<file path="src/sd_cmd_pkg.sv">
// shared frame widths, APB register map, response types and CRC7 step for the CMD-line PHY
package sd_cmd_pkg;

   // frame lengths on the CMD line
   localparam int unsigned CMD_BITS       = 48;
   localparam int unsigned LONG_RESP_BITS = 136;
   localparam int unsigned CRC7_W         = 7;
   localparam int unsigned CRC_SPAN       = 40;
   localparam int unsigned POWERUP_WAIT   = 60;

   // R2 layout: 8 header bits, 120 content bits taken from 128 register bits
   localparam int unsigned R2_HDR_BITS     = 8;
   localparam int unsigned R2_CONTENT_BITS = 120;
   localparam int unsigned R2_REG_BITS     = 128;
   localparam int unsigned RESP_BODY_W     = R2_HDR_BITS + R2_CONTENT_BITS;

   // counter widths
   localparam int unsigned RX_CNT_W = $clog2(POWERUP_WAIT + CMD_BITS);
   localparam int unsigned TX_CNT_W = $clog2(LONG_RESP_BITS + 1);

   // APB register map
   localparam int unsigned APB_ADDR_W = 8;
   localparam logic [APB_ADDR_W-1:0] REG_CTRL       = 8'h00;
   localparam logic [APB_ADDR_W-1:0] REG_RESP_TYPE  = 8'h04;
   localparam logic [APB_ADDR_W-1:0] REG_RESP_INDEX = 8'h08;
   localparam logic [APB_ADDR_W-1:0] REG_RESP_ARG   = 8'h0C;
   localparam logic [APB_ADDR_W-1:0] REG_RESP_DATA0 = 8'h10;
   localparam logic [APB_ADDR_W-1:0] REG_RESP_DATA1 = 8'h14;
   localparam logic [APB_ADDR_W-1:0] REG_RESP_DATA2 = 8'h18;
   localparam logic [APB_ADDR_W-1:0] REG_RESP_DATA3 = 8'h1C;
   localparam logic [APB_ADDR_W-1:0] REG_RESP_GO    = 8'h20;
   localparam logic [APB_ADDR_W-1:0] REG_STATUS     = 8'h24;
   localparam logic [APB_ADDR_W-1:0] REG_CMD_INDEX  = 8'h28;
   localparam logic [APB_ADDR_W-1:0] REG_CMD_ARG    = 8'h2C;

   typedef enum logic [3:0] {
      R1  = 4'd0,
      R1B = 4'd1,
      R2  = 4'd2,
      R3  = 4'd3,
      R6  = 4'd4,
      R7  = 4'd5
   } resp_type_e;

   // host command as it appears on the line, MSB first
   typedef struct packed {
      logic              start;
      logic              dir;
      logic [5:0]        index;
      logic [31:0]       arg;
      logic [CRC7_W-1:0] crc;
      logic              stop;
   } cmd_frame_t;

   typedef struct packed {
      logic       valid;
      logic       crc_good;
      cmd_frame_t frame;
   } cmd_status_t;

   typedef struct packed {
      logic                       start;
      resp_type_e                 rtype;
      logic [5:0]                 index;
      logic [31:0]                arg;
      logic [R2_CONTENT_BITS-1:0] long_data;
   } resp_req_t;

   // one bit of x^7 + x^3 + 1
   function automatic logic [CRC7_W-1:0] crc7_step(input logic [CRC7_W-1:0] crc,
                                                   input logic din);
      logic fb;
      fb = din ^ crc[CRC7_W-1];
      return {crc[5:3], crc[2] ^ fb, crc[1:0], fb};
   endfunction

endpackage

</file>
<file path="src/sd_cmd_phy.sv">
// top level of the card-side CMD-line PHY; APB register block, receiver and transmitter
`timescale 1ns/10ps

module sd_cmd_phy (
   input  logic                              sd_clk,
   input  logic                              reset_n,
   input  logic                              psel_i,
   input  logic                              penable_i,
   input  logic                              pwrite_i,
   input  logic [sd_cmd_pkg::APB_ADDR_W-1:0] paddr_i,
   input  logic [31:0]                       pwdata_i,
   output logic [31:0]                       prdata_o,
   output logic                              pready_o,
   output logic                              pslverr_o,
   input  logic                              sd_cmd_i,
   output logic                              sd_cmd_o,
   output logic                              sd_cmd_oe_o
);

   sd_cmd_pkg::cmd_status_t cmd_status;
   sd_cmd_pkg::resp_req_t   resp_req;
   logic                    resp_busy;
   logic                    crc_disable;

   sd_cmd_regs i_sd_cmd_regs (
      .sd_clk        (sd_clk),
      .reset_n       (reset_n),
      .psel_i        (psel_i),
      .penable_i     (penable_i),
      .pwrite_i      (pwrite_i),
      .paddr_i       (paddr_i),
      .pwdata_i      (pwdata_i),
      .cmd_status_i  (cmd_status),
      .resp_busy_i   (resp_busy),
      .prdata_o      (prdata_o),
      .pready_o      (pready_o),
      .pslverr_o     (pslverr_o),
      .resp_req_o    (resp_req),
      .crc_disable_o (crc_disable)
   );

   // receiver ignores the line while the transmitter drives it
   sd_cmd_receiver i_sd_cmd_receiver (
      .sd_clk        (sd_clk),
      .reset_n       (reset_n),
      .sd_cmd_i      (sd_cmd_i),
      .sd_cmd_oe_i   (sd_cmd_oe_o),
      .crc_disable_i (crc_disable),
      .cmd_status_o  (cmd_status)
   );

   sd_resp_transmitter i_sd_resp_transmitter (
      .sd_clk      (sd_clk),
      .reset_n     (reset_n),
      .resp_req_i  (resp_req),
      .sd_cmd_o    (sd_cmd_o),
      .sd_cmd_oe_o (sd_cmd_oe_o),
      .resp_busy_o (resp_busy)
   );

endmodule

</file>
<file path="src/sd_cmd_receiver.sv">
// CMD-line receiver; waits out power-up clocks, then captures and CRC-checks host commands
`timescale 1ns/10ps

module sd_cmd_receiver (
   input  logic                    sd_clk,
   input  logic                    reset_n,
   input  logic                    sd_cmd_i,
   input  logic                    sd_cmd_oe_i,
   input  logic                    crc_disable_i,
   output sd_cmd_pkg::cmd_status_t cmd_status_o
);

   typedef enum logic [2:0] {
      ST_RESET,
      ST_POWERUP,
      ST_IDLE,
      ST_READ,
      ST_CHECK
   } rx_state_e;

   rx_state_e                             state_q;
   logic [sd_cmd_pkg::RX_CNT_W-1:0]       cnt_q;
   logic                                  cmd_last_q;
   logic [sd_cmd_pkg::CRC7_W-1:0]         crc_q;
   logic                                  valid_q;
   logic                                  crc_good_q;
   logic                                  start_seen;
   sd_cmd_pkg::cmd_frame_t                shift_q;

   // falling edge on CMD while we are not driving it
   assign start_seen = ~sd_cmd_i & cmd_last_q & ~sd_cmd_oe_i;

   always_ff @(posedge sd_clk or negedge reset_n) begin
      if (!reset_n) begin
         state_q    <= ST_RESET;
         cnt_q      <= '0;
         cmd_last_q <= 1'b0;
         crc_q      <= '0;
         valid_q    <= 1'b0;
         crc_good_q <= 1'b0;
      end else begin
         cmd_last_q <= sd_cmd_i;
         valid_q    <= 1'b0;
         case (state_q)
            ST_RESET: begin
               if (sd_cmd_i) begin
                  cnt_q   <= '0;
                  state_q <= ST_POWERUP;
               end
            end
            ST_POWERUP: begin
               // line has to stay high for the whole wait
               if (!sd_cmd_i) begin
                  state_q <= ST_RESET;
               end else if (cnt_q == sd_cmd_pkg::RX_CNT_W'(sd_cmd_pkg::POWERUP_WAIT - 1)) begin
                  state_q <= ST_IDLE;
               end else begin
                  cnt_q <= cnt_q + 1'b1;
               end
            end
            ST_IDLE: begin
               if (start_seen) begin
                  cnt_q   <= sd_cmd_pkg::RX_CNT_W'(1);
                  crc_q   <= '0;
                  state_q <= ST_READ;
               end
            end
            ST_READ: begin
               // start bit is zero, so skipping it leaves the crc unchanged
               if (cnt_q < sd_cmd_pkg::RX_CNT_W'(sd_cmd_pkg::CRC_SPAN)) begin
                  crc_q <= sd_cmd_pkg::crc7_step(crc_q, sd_cmd_i);
               end
               if (cnt_q == sd_cmd_pkg::RX_CNT_W'(sd_cmd_pkg::CMD_BITS - 1)) begin
                  state_q <= ST_CHECK;
               end
               cnt_q <= cnt_q + 1'b1;
            end
            ST_CHECK: begin
               valid_q    <= 1'b1;
               crc_good_q <= crc_disable_i | (shift_q.crc == crc_q);
               state_q    <= ST_IDLE;
            end
            default: state_q <= ST_RESET;
         endcase
      end
   end

   // frame shift register
   always_ff @(posedge sd_clk) begin
      if (state_q == ST_IDLE && start_seen) begin
         shift_q <= '0;
      end else if (state_q == ST_READ) begin
         shift_q <= {shift_q[sd_cmd_pkg::CMD_BITS-2:0], sd_cmd_i};
      end
   end

   assign cmd_status_o.valid    = valid_q;
   assign cmd_status_o.crc_good = crc_good_q;
   assign cmd_status_o.frame    = shift_q;

endmodule

</file>
<file path="src/sd_cmd_regs.sv">
// APB register block of the CMD-line PHY; holds response setup and the last command status
`timescale 1ns/10ps

module sd_cmd_regs (
   input  logic                                sd_clk,
   input  logic                                reset_n,
   input  logic                                psel_i,
   input  logic                                penable_i,
   input  logic                                pwrite_i,
   input  logic [sd_cmd_pkg::APB_ADDR_W-1:0]   paddr_i,
   input  logic [31:0]                         pwdata_i,
   input  sd_cmd_pkg::cmd_status_t             cmd_status_i,
   input  logic                                resp_busy_i,
   output logic [31:0]                         prdata_o,
   output logic                                pready_o,
   output logic                                pslverr_o,
   output sd_cmd_pkg::resp_req_t               resp_req_o,
   output logic                                crc_disable_o
);

   logic                                   apb_access;
   logic                                   apb_wr;
   logic                                   go_req;
   logic                                   addr_hit;
   logic                                   crc_disable_q;
   logic                                   cmd_valid_q;
   logic                                   crc_good_q;
   logic [5:0]                             cmd_index_q;
   logic [31:0]                            cmd_arg_q;
   sd_cmd_pkg::resp_type_e                 rtype_q;
   logic [5:0]                             resp_index_q;
   logic [31:0]                            resp_arg_q;
   logic [sd_cmd_pkg::R2_REG_BITS-1:0]     resp_data_q;

   assign apb_access = psel_i & penable_i;
   assign apb_wr     = apb_access & pwrite_i;
   assign go_req     = apb_wr & (paddr_i == sd_cmd_pkg::REG_RESP_GO);

   // no wait states
   assign pready_o  = 1'b1;
   assign pslverr_o = apb_access & (~addr_hit | (go_req & resp_busy_i));

   always_comb begin
      addr_hit = 1'b1;
      prdata_o = '0;
      case (paddr_i)
         sd_cmd_pkg::REG_CTRL:       prdata_o = {31'b0, crc_disable_q};
         sd_cmd_pkg::REG_RESP_TYPE:  prdata_o = {28'b0, rtype_q};
         sd_cmd_pkg::REG_RESP_INDEX: prdata_o = {26'b0, resp_index_q};
         sd_cmd_pkg::REG_RESP_ARG:   prdata_o = resp_arg_q;
         sd_cmd_pkg::REG_RESP_DATA0: prdata_o = resp_data_q[31:0];
         sd_cmd_pkg::REG_RESP_DATA1: prdata_o = resp_data_q[63:32];
         sd_cmd_pkg::REG_RESP_DATA2: prdata_o = resp_data_q[95:64];
         sd_cmd_pkg::REG_RESP_DATA3: prdata_o = resp_data_q[127:96];
         sd_cmd_pkg::REG_RESP_GO:    prdata_o = '0;
         sd_cmd_pkg::REG_STATUS:     prdata_o = {29'b0, crc_good_q, cmd_valid_q, resp_busy_i};
         sd_cmd_pkg::REG_CMD_INDEX:  prdata_o = {26'b0, cmd_index_q};
         sd_cmd_pkg::REG_CMD_ARG:    prdata_o = cmd_arg_q;
         default:                    addr_hit = 1'b0;
      endcase
   end

   // control and captured command status
   always_ff @(posedge sd_clk or negedge reset_n) begin
      if (!reset_n) begin
         crc_disable_q <= 1'b0;
         cmd_valid_q   <= 1'b0;
         crc_good_q    <= 1'b0;
         cmd_index_q   <= '0;
         cmd_arg_q     <= '0;
      end else begin
         if (apb_wr && paddr_i == sd_cmd_pkg::REG_CTRL) begin
            crc_disable_q <= pwdata_i[0];
         end
         // new command wins over a clear in the same cycle
         if (cmd_status_i.valid) begin
            cmd_valid_q <= 1'b1;
            crc_good_q  <= cmd_status_i.crc_good;
            cmd_index_q <= cmd_status_i.frame.index;
            cmd_arg_q   <= cmd_status_i.frame.arg;
         end else if (apb_wr && paddr_i == sd_cmd_pkg::REG_STATUS && pwdata_i[1]) begin
            cmd_valid_q <= 1'b0;
         end
      end
   end

   // response setup
   always_ff @(posedge sd_clk) begin
      if (apb_wr) begin
         case (paddr_i)
            sd_cmd_pkg::REG_RESP_TYPE:  rtype_q <= sd_cmd_pkg::resp_type_e'(pwdata_i[3:0]);
            sd_cmd_pkg::REG_RESP_INDEX: resp_index_q <= pwdata_i[5:0];
            sd_cmd_pkg::REG_RESP_ARG:   resp_arg_q <= pwdata_i;
            sd_cmd_pkg::REG_RESP_DATA0: resp_data_q[31:0] <= pwdata_i;
            sd_cmd_pkg::REG_RESP_DATA1: resp_data_q[63:32] <= pwdata_i;
            sd_cmd_pkg::REG_RESP_DATA2: resp_data_q[95:64] <= pwdata_i;
            sd_cmd_pkg::REG_RESP_DATA3: resp_data_q[127:96] <= pwdata_i;
            default: ;
         endcase
      end
   end

   // start is refused while a response is on the line
   assign resp_req_o.start     = go_req & ~resp_busy_i;
   assign resp_req_o.rtype     = rtype_q;
   assign resp_req_o.index     = resp_index_q;
   assign resp_req_o.arg       = resp_arg_q;
   assign resp_req_o.long_data =
      resp_data_q[sd_cmd_pkg::R2_REG_BITS-1 -: sd_cmd_pkg::R2_CONTENT_BITS];

   assign crc_disable_o = crc_disable_q;

endmodule

</file>
<file path="src/sd_resp_transmitter.sv">
// CMD-line response transmitter; sends 48-bit or R2 136-bit frames with CRC7 and end bit
`timescale 1ns/10ps

module sd_resp_transmitter (
   input  logic                  sd_clk,
   input  logic                  reset_n,
   input  sd_cmd_pkg::resp_req_t resp_req_i,
   output logic                  sd_cmd_o,
   output logic                  sd_cmd_oe_o,
   output logic                  resp_busy_o
);

   typedef enum logic {
      ST_IDLE,
      ST_SEND
   } tx_state_e;

   tx_state_e                             state_q;
   logic [sd_cmd_pkg::TX_CNT_W-1:0]       bit_cnt_q;
   logic                                  sd_cmd_q;
   logic                                  oe_q;
   logic [sd_cmd_pkg::RESP_BODY_W-1:0]    shift_q;
   logic [sd_cmd_pkg::CRC7_W-1:0]         crc_q;
   logic                                  is_long_q;
   logic                                  is_r3_q;
   logic [sd_cmd_pkg::TX_CNT_W-1:0]       total_bits;
   logic [sd_cmd_pkg::TX_CNT_W-1:0]       data_bits;
   logic [sd_cmd_pkg::TX_CNT_W-1:0]       crc_first;
   logic                                  in_data;
   logic                                  in_crc;
   logic                                  frame_done;
   logic                                  tx_bit;

   assign total_bits = is_long_q ? sd_cmd_pkg::TX_CNT_W'(sd_cmd_pkg::LONG_RESP_BITS)
                                 : sd_cmd_pkg::TX_CNT_W'(sd_cmd_pkg::CMD_BITS);
   // crc and end bit take the last eight positions
   assign data_bits  = total_bits - sd_cmd_pkg::TX_CNT_W'(sd_cmd_pkg::CRC7_W + 1);
   // R2 crc covers the content only, not the header
   assign crc_first  = is_long_q ? sd_cmd_pkg::TX_CNT_W'(sd_cmd_pkg::R2_HDR_BITS) : '0;

   assign in_data    = bit_cnt_q < data_bits;
   assign in_crc     = bit_cnt_q < total_bits - 1'b1;
   assign frame_done = bit_cnt_q == total_bits;

   // R3 carries all ones in place of the crc
   assign tx_bit = in_data ? shift_q[sd_cmd_pkg::RESP_BODY_W-1]
                 : in_crc  ? (crc_q[sd_cmd_pkg::CRC7_W-1] | is_r3_q)
                 : 1'b1;

   // first cycle in ST_SEND is the preamble, outputs are one edge behind
   always_ff @(posedge sd_clk or negedge reset_n) begin
      if (!reset_n) begin
         state_q   <= ST_IDLE;
         bit_cnt_q <= '0;
         sd_cmd_q  <= 1'b1;
         oe_q      <= 1'b0;
      end else begin
         case (state_q)
            ST_IDLE: begin
               if (resp_req_i.start) begin
                  bit_cnt_q <= '0;
                  state_q   <= ST_SEND;
               end
            end
            ST_SEND: begin
               if (frame_done) begin
                  oe_q     <= 1'b0;
                  sd_cmd_q <= 1'b1;
                  state_q  <= ST_IDLE;
               end else begin
                  oe_q      <= 1'b1;
                  sd_cmd_q  <= tx_bit;
                  bit_cnt_q <= bit_cnt_q + 1'b1;
               end
            end
            default: state_q <= ST_IDLE;
         endcase
      end
   end

   // frame body and crc
   always_ff @(posedge sd_clk) begin
      if (state_q == ST_IDLE && resp_req_i.start) begin
         is_long_q <= resp_req_i.rtype == sd_cmd_pkg::R2;
         is_r3_q   <= resp_req_i.rtype == sd_cmd_pkg::R3;
         crc_q     <= '0;
         if (resp_req_i.rtype == sd_cmd_pkg::R2) begin
            shift_q <= {2'b00, {(sd_cmd_pkg::R2_HDR_BITS - 2){1'b1}}, resp_req_i.long_data};
         end else begin
            shift_q <= {1'b0, 1'b0, resp_req_i.index, resp_req_i.arg,
                        {(sd_cmd_pkg::RESP_BODY_W - sd_cmd_pkg::CRC_SPAN){1'b0}}};
         end
      end else if (state_q == ST_SEND && !frame_done) begin
         if (in_data) begin
            shift_q <= {shift_q[sd_cmd_pkg::RESP_BODY_W-2:0], 1'b0};
            if (bit_cnt_q >= crc_first) begin
               crc_q <= sd_cmd_pkg::crc7_step(crc_q, shift_q[sd_cmd_pkg::RESP_BODY_W-1]);
            end
         end else begin
            crc_q <= {crc_q[sd_cmd_pkg::CRC7_W-2:0], 1'b0};
         end
      end
   end

   assign sd_cmd_o    = sd_cmd_q;
   assign sd_cmd_oe_o = oe_q;
   assign resp_busy_o = state_q == ST_SEND;

endmodule

</file>
<file path="config.mk">
export PLATFORM = sky130hd
export DESIGN_NAME = sd_cmd_phy
export DESIGN_NICKNAME = d
export VERILOG_FILES = /design/src/sd_cmd_pkg.sv /design/src/sd_cmd_phy.sv /design/src/sd_cmd_receiver.sv /design/src/sd_cmd_regs.sv /design/src/sd_resp_transmitter.sv
export SDC_FILE = /design/constraint.sdc
export NUM_CORES = 1
export LEC_CHECK = 0
export ABC_AREA = 1
export BUFFER_PORTS_ARGS = -buffer_cell sky130_fd_sc_hd__buf_4
export CAP_MARGIN = 20
export CORE_MARGIN = 5
export CORE_UTILIZATION = 40
export DETAILED_ROUTE_END_ITERATION = 16
export PLACE_DENSITY = 0.63
export RECOVER_POWER = 100
export SYNTH_ARGS = -nofsm -noshare
export SYNTH_HDL_FRONTEND = slang
export SYNTH_SLANG_ARGS = --single-unit
</file>
<file path="constraint.sdc">
create_clock -name sd_clk -period 9.87 [get_ports sd_clk]
set_input_delay 2.961 -clock sd_clk [delete_from_list [all_inputs] [get_ports sd_clk]]
set_output_delay 2.961 -clock sd_clk [all_outputs]
set_load 0.02 [all_outputs]
</file>
==> impl_metrics.tcl <==
set metrics [dict create \
    status "finished with violations" \
    violations "capacitance limit, slew limit" \
    die_w_um 223 \
    dr.pass1.iters 5 \
    numPortBuffers 80 \
    die_y_um 223 \
    antenna_found_initial 4 \
    fin_nets 1925 \
    ys.flop_type "edfxtp_1" \
    post_cts_buffers 0 \
    post-route-min-period_ps 8720 \
    synth_nets 1858 \
    grt_max_degree 82 \
    first_iter_violations 1125 \
    post-route-util 0.455 \
    dieArea_mm2 0.0499 \
    cp-start-kind "primary input" \
    yosys_warnings 0 \
    synth-edff-count 300 \
    final_area_mm2 0.0206 \
    clockBufferDepth 3 \
    netlist.area_leader.share 0.495 \
    cts_made_buffers 45 \
    fin_crit_sh 0.884 \
    syn2layout_area_growth_pct 12.9 \
    setup_violations 0 \
    fin_cells 2509 \
    grt_pass1_vias 12600 \
    worstSetupPathType "in -> out" \
    synth_cell_types 39 \
    required_ps 6910 \
    hpwl_mm 27.8 \
    io_pins 82 \
    yosysSeqAreaShare 0.652 \
    postSynthAreaPerCell_um2 10.1 \
    holdBufCountCts 0 \
    synthCells 1804 \
    maxCapViolCount 16 \
    synth_area_leaders "edfxtp_1 (49%), nand2_1 (11%), dfrtp_1 (9.8%), dfxtp_1 (5.8%), o21ai_0 (4.5%)" \
    finalClockSkew_ps 26.8 \
    routed_wl_mm 45.9 \
    crit_fanout 18 \
    clock-sinks 425 \
    drc 0 \
    routedWlPerCell_um 18.3 \
    path_clk_slew_ps 60 \
    cp-end-kind "output pin" \
    netlist_area_mm2 0.0182 \
    hold_class "reg -> reg" \
    num-fill-cells 4157 \
    vias 12800 \
    report.final.hold_viol_count 0 \
    grt-ovfl-total 0 \
    grtUsageTotal 0.181 \
    worst_slew_pin_slew_ps 4170 \
    post_cts_resized 0 \
    clk-insertion-delay-late_ps 570 \
    ir_worst_vdd_mv 0.121 \
    fmax_mhz 115 \
    dp.cells 2423 \
    grt_first_pass_wirelength_mm 71.2 \
    finalSetupTns_ps 0 \
    cts-root-buf "clkbuf_16" \
    rows 78 \
    cp.arrival_ps 5760 \
    slew_violations 685 \
    ys_seq_elements 425 \
    htreeDepth 2 \
    worst_hold_slack_ps 458 \
    ys_async_sr_fraction 0.169 \
    start_util 0.403 \
    maxSlewHeadroom -1.78 \
    core_area_mm2 0.0452 \
    place_area_mm2 0.0194 \
    rsz0062_at_grt "no" \
    place.gp.congestion 0.891 \
    routed_via_density 5.11 \
    power_density_mw_per_mm2 221 \
    drive_gt1_frac 0.0582 \
    cts_tree "yes" \
    synth_area_leader_cell "edfxtp_1" \
    power.leakage_uw 0.00844 \
    postRouteAntennaNets 0 \
]
synth_stat cells, types with 2 or more instances:
cell type	instances
inv_2	5
mux2i_1	21
clkbuf_1	27
nand3_1	114
a21oi_1	15
o211ai_1	35
nor2_2	8
nor2_4	4
o21a_1	11
o22ai_1	6
o21ai_0	165
o21ai_1	60
nor3_1	4
xor2_1	4
nand3_2	5
inv_1	202
xnor2_1	5
dfrtp_1	71
nor2_1	88
edfxtp_1	300
buf_4	2
buf_2	46
nand2_1	513
nand4_1	7
buf_6	8
nand3b_1	3
o31ai_1	3
dfxtp_1	53
ha_1	8
nand2_2	2
routing by layer:
layer	vias to the layer above	routed length, um	global-route usage
met4	4	881	0.0532
li1	6150	-	-
met2	411	22600	0.308
met5	-	18	0
met3	68	3060	0.0329
met1	6192	19300	0.238
layout by cell type, fill, tap and decap left out, types with 4 or more instances in the layout:
cell type	n
nor3_1	5
dfxtp_1	53
clkbuf_8	6
nor2_2	6
inv_2	4
xor2_1	4
clkbuf_16	49
o211ai_1	35
nor2_1	90
nand2_1	513
a21oi_1	15
nor2_4	4
o22ai_1	6
xnor2_1	5
bufinv_16	5
o21ai_0	219
nand4_1	7
clkbuf_1	94
o21ai_1	6
dfrtp_1	71
buf_4	17
ha_1	8
o21a_1	11
inv_1	203
edfxtp_1	300
nand3_1	116
mux2i_1	21
clkinv_1	4
clkinv_2	4
metrics by stage:
stage | power, uW | setup slack, ps
final | 4540 | 1150
after global routing | 4760 | 1010
after CTS | 4580 | 1790
after detailed placement | 2790 | 1790
after global placement | 2770 | 1790
after floorplan | 2640 | 1490
flip-flops by register name, summed over array words and instances (netlist names):
register                           count
i_sd_cmd_regs.resp_data_q            128
i_sd_resp_transmitter.shift_q        128
i_sd_cmd_receiver.cmd_status_o        46
i_sd_cmd_regs.cmd_arg_q               32
i_sd_cmd_regs.resp_arg_q              32
i_sd_resp_transmitter.bit_cnt_q        8
i_sd_cmd_receiver.cnt_q                7
i_sd_cmd_receiver.crc_q                7
i_sd_resp_transmitter.crc_q            7
i_sd_cmd_regs.cmd_index_q              6
i_sd_cmd_regs.resp_index_q             6
i_sd_cmd_regs.rtype_q                  4
i_sd_cmd_receiver.state_q              3
i_sd_cmd_receiver.cmd_last_q           1
i_sd_cmd_receiver.crc_good_q           1
i_sd_cmd_receiver.valid_q              1
i_sd_cmd_regs.cmd_valid_q              1
i_sd_cmd_regs.crc_disable_o            1
i_sd_cmd_regs.crc_good_q               1
i_sd_resp_transmitter.is_long_q        1
i_sd_resp_transmitter.is_r3_q          1
i_sd_resp_transmitter.resp_busy_o      1
i_sd_resp_transmitter.sd_cmd_o         1
i_sd_resp_transmitter.sd_cmd_oe_o      1
final cells by class:
class                           count  area, um2  area share
Antenna cell                        1       2.50    0.000122
Inverter                          207        777      0.0378
Sequential cell                   425      11900       0.577
Timing Repair Buffer              103        459      0.0223
Multi-Input combinational cell   1089       5110       0.248
Clock inverter                     18        244      0.0119
Tap cell                          600        751      0.0365
Clock buffer                       66       1350      0.0657
worst max-delay path, cell delays in order:
cell      delay, ps
clkbuf_4        110
nor2_1          270
nand3_1         280
nor2_4          550
clkbuf_1        870
nand2_1         100
o21ai_0         120
nor2_1           70
nand3_1         140
clkbuf_1        250
kinds of logic (layout without fill, tap and decap cells):
kind of cell    after synthesis  in the layout  share of synthesized area
fa+ha+maj                     8              8                    0.00550
buf+inv                     290            394                     0.0666
flops                       425            425                      0.652
xor+xnor                      9              9                    0.00433
simple gates                752            752                      0.170
mux                          22             22                     0.0122
compound gates              297            297                     0.0891
other cells                   1              2                   0.000206
report_power, final:
group | internal (uW) | switching, uW | total, uW
Combinational | 183 | 321 | 504
Clock | 1090 | 704 | 1790
Sequential | 2130 | 115 | 2250
final timing paths:
| kind | from | endpoint | slack [ps] | cells past startpoint |
|---|---|---|---|---|
| max | paddr_i[7] | prdata_o[31] | 1150 | 10 |
| min | i_sd_cmd_receiver.cmd_status_o[45] | i_sd_cmd_regs.cmd_index_q[5] | 460 | 2 |
| max reg2reg | i_sd_resp_transmitter.resp_busy_o | i_sd_resp_transmitter.shift_q[117] | 4250 | 4 |
| min reg2reg | i_sd_cmd_receiver.cmd_status_o[45] | i_sd_cmd_regs.cmd_index_q[5] | 460 | 2 |
| max in group asynchronous | reset_n | i_sd_cmd_regs.crc_good_q | 3830 | 2 |
| min in group asynchronous | reset_n | i_sd_cmd_regs.cmd_arg_q[13] | 2830 | 1 |
No activity file was read; power rests on OpenSTA's default activity.
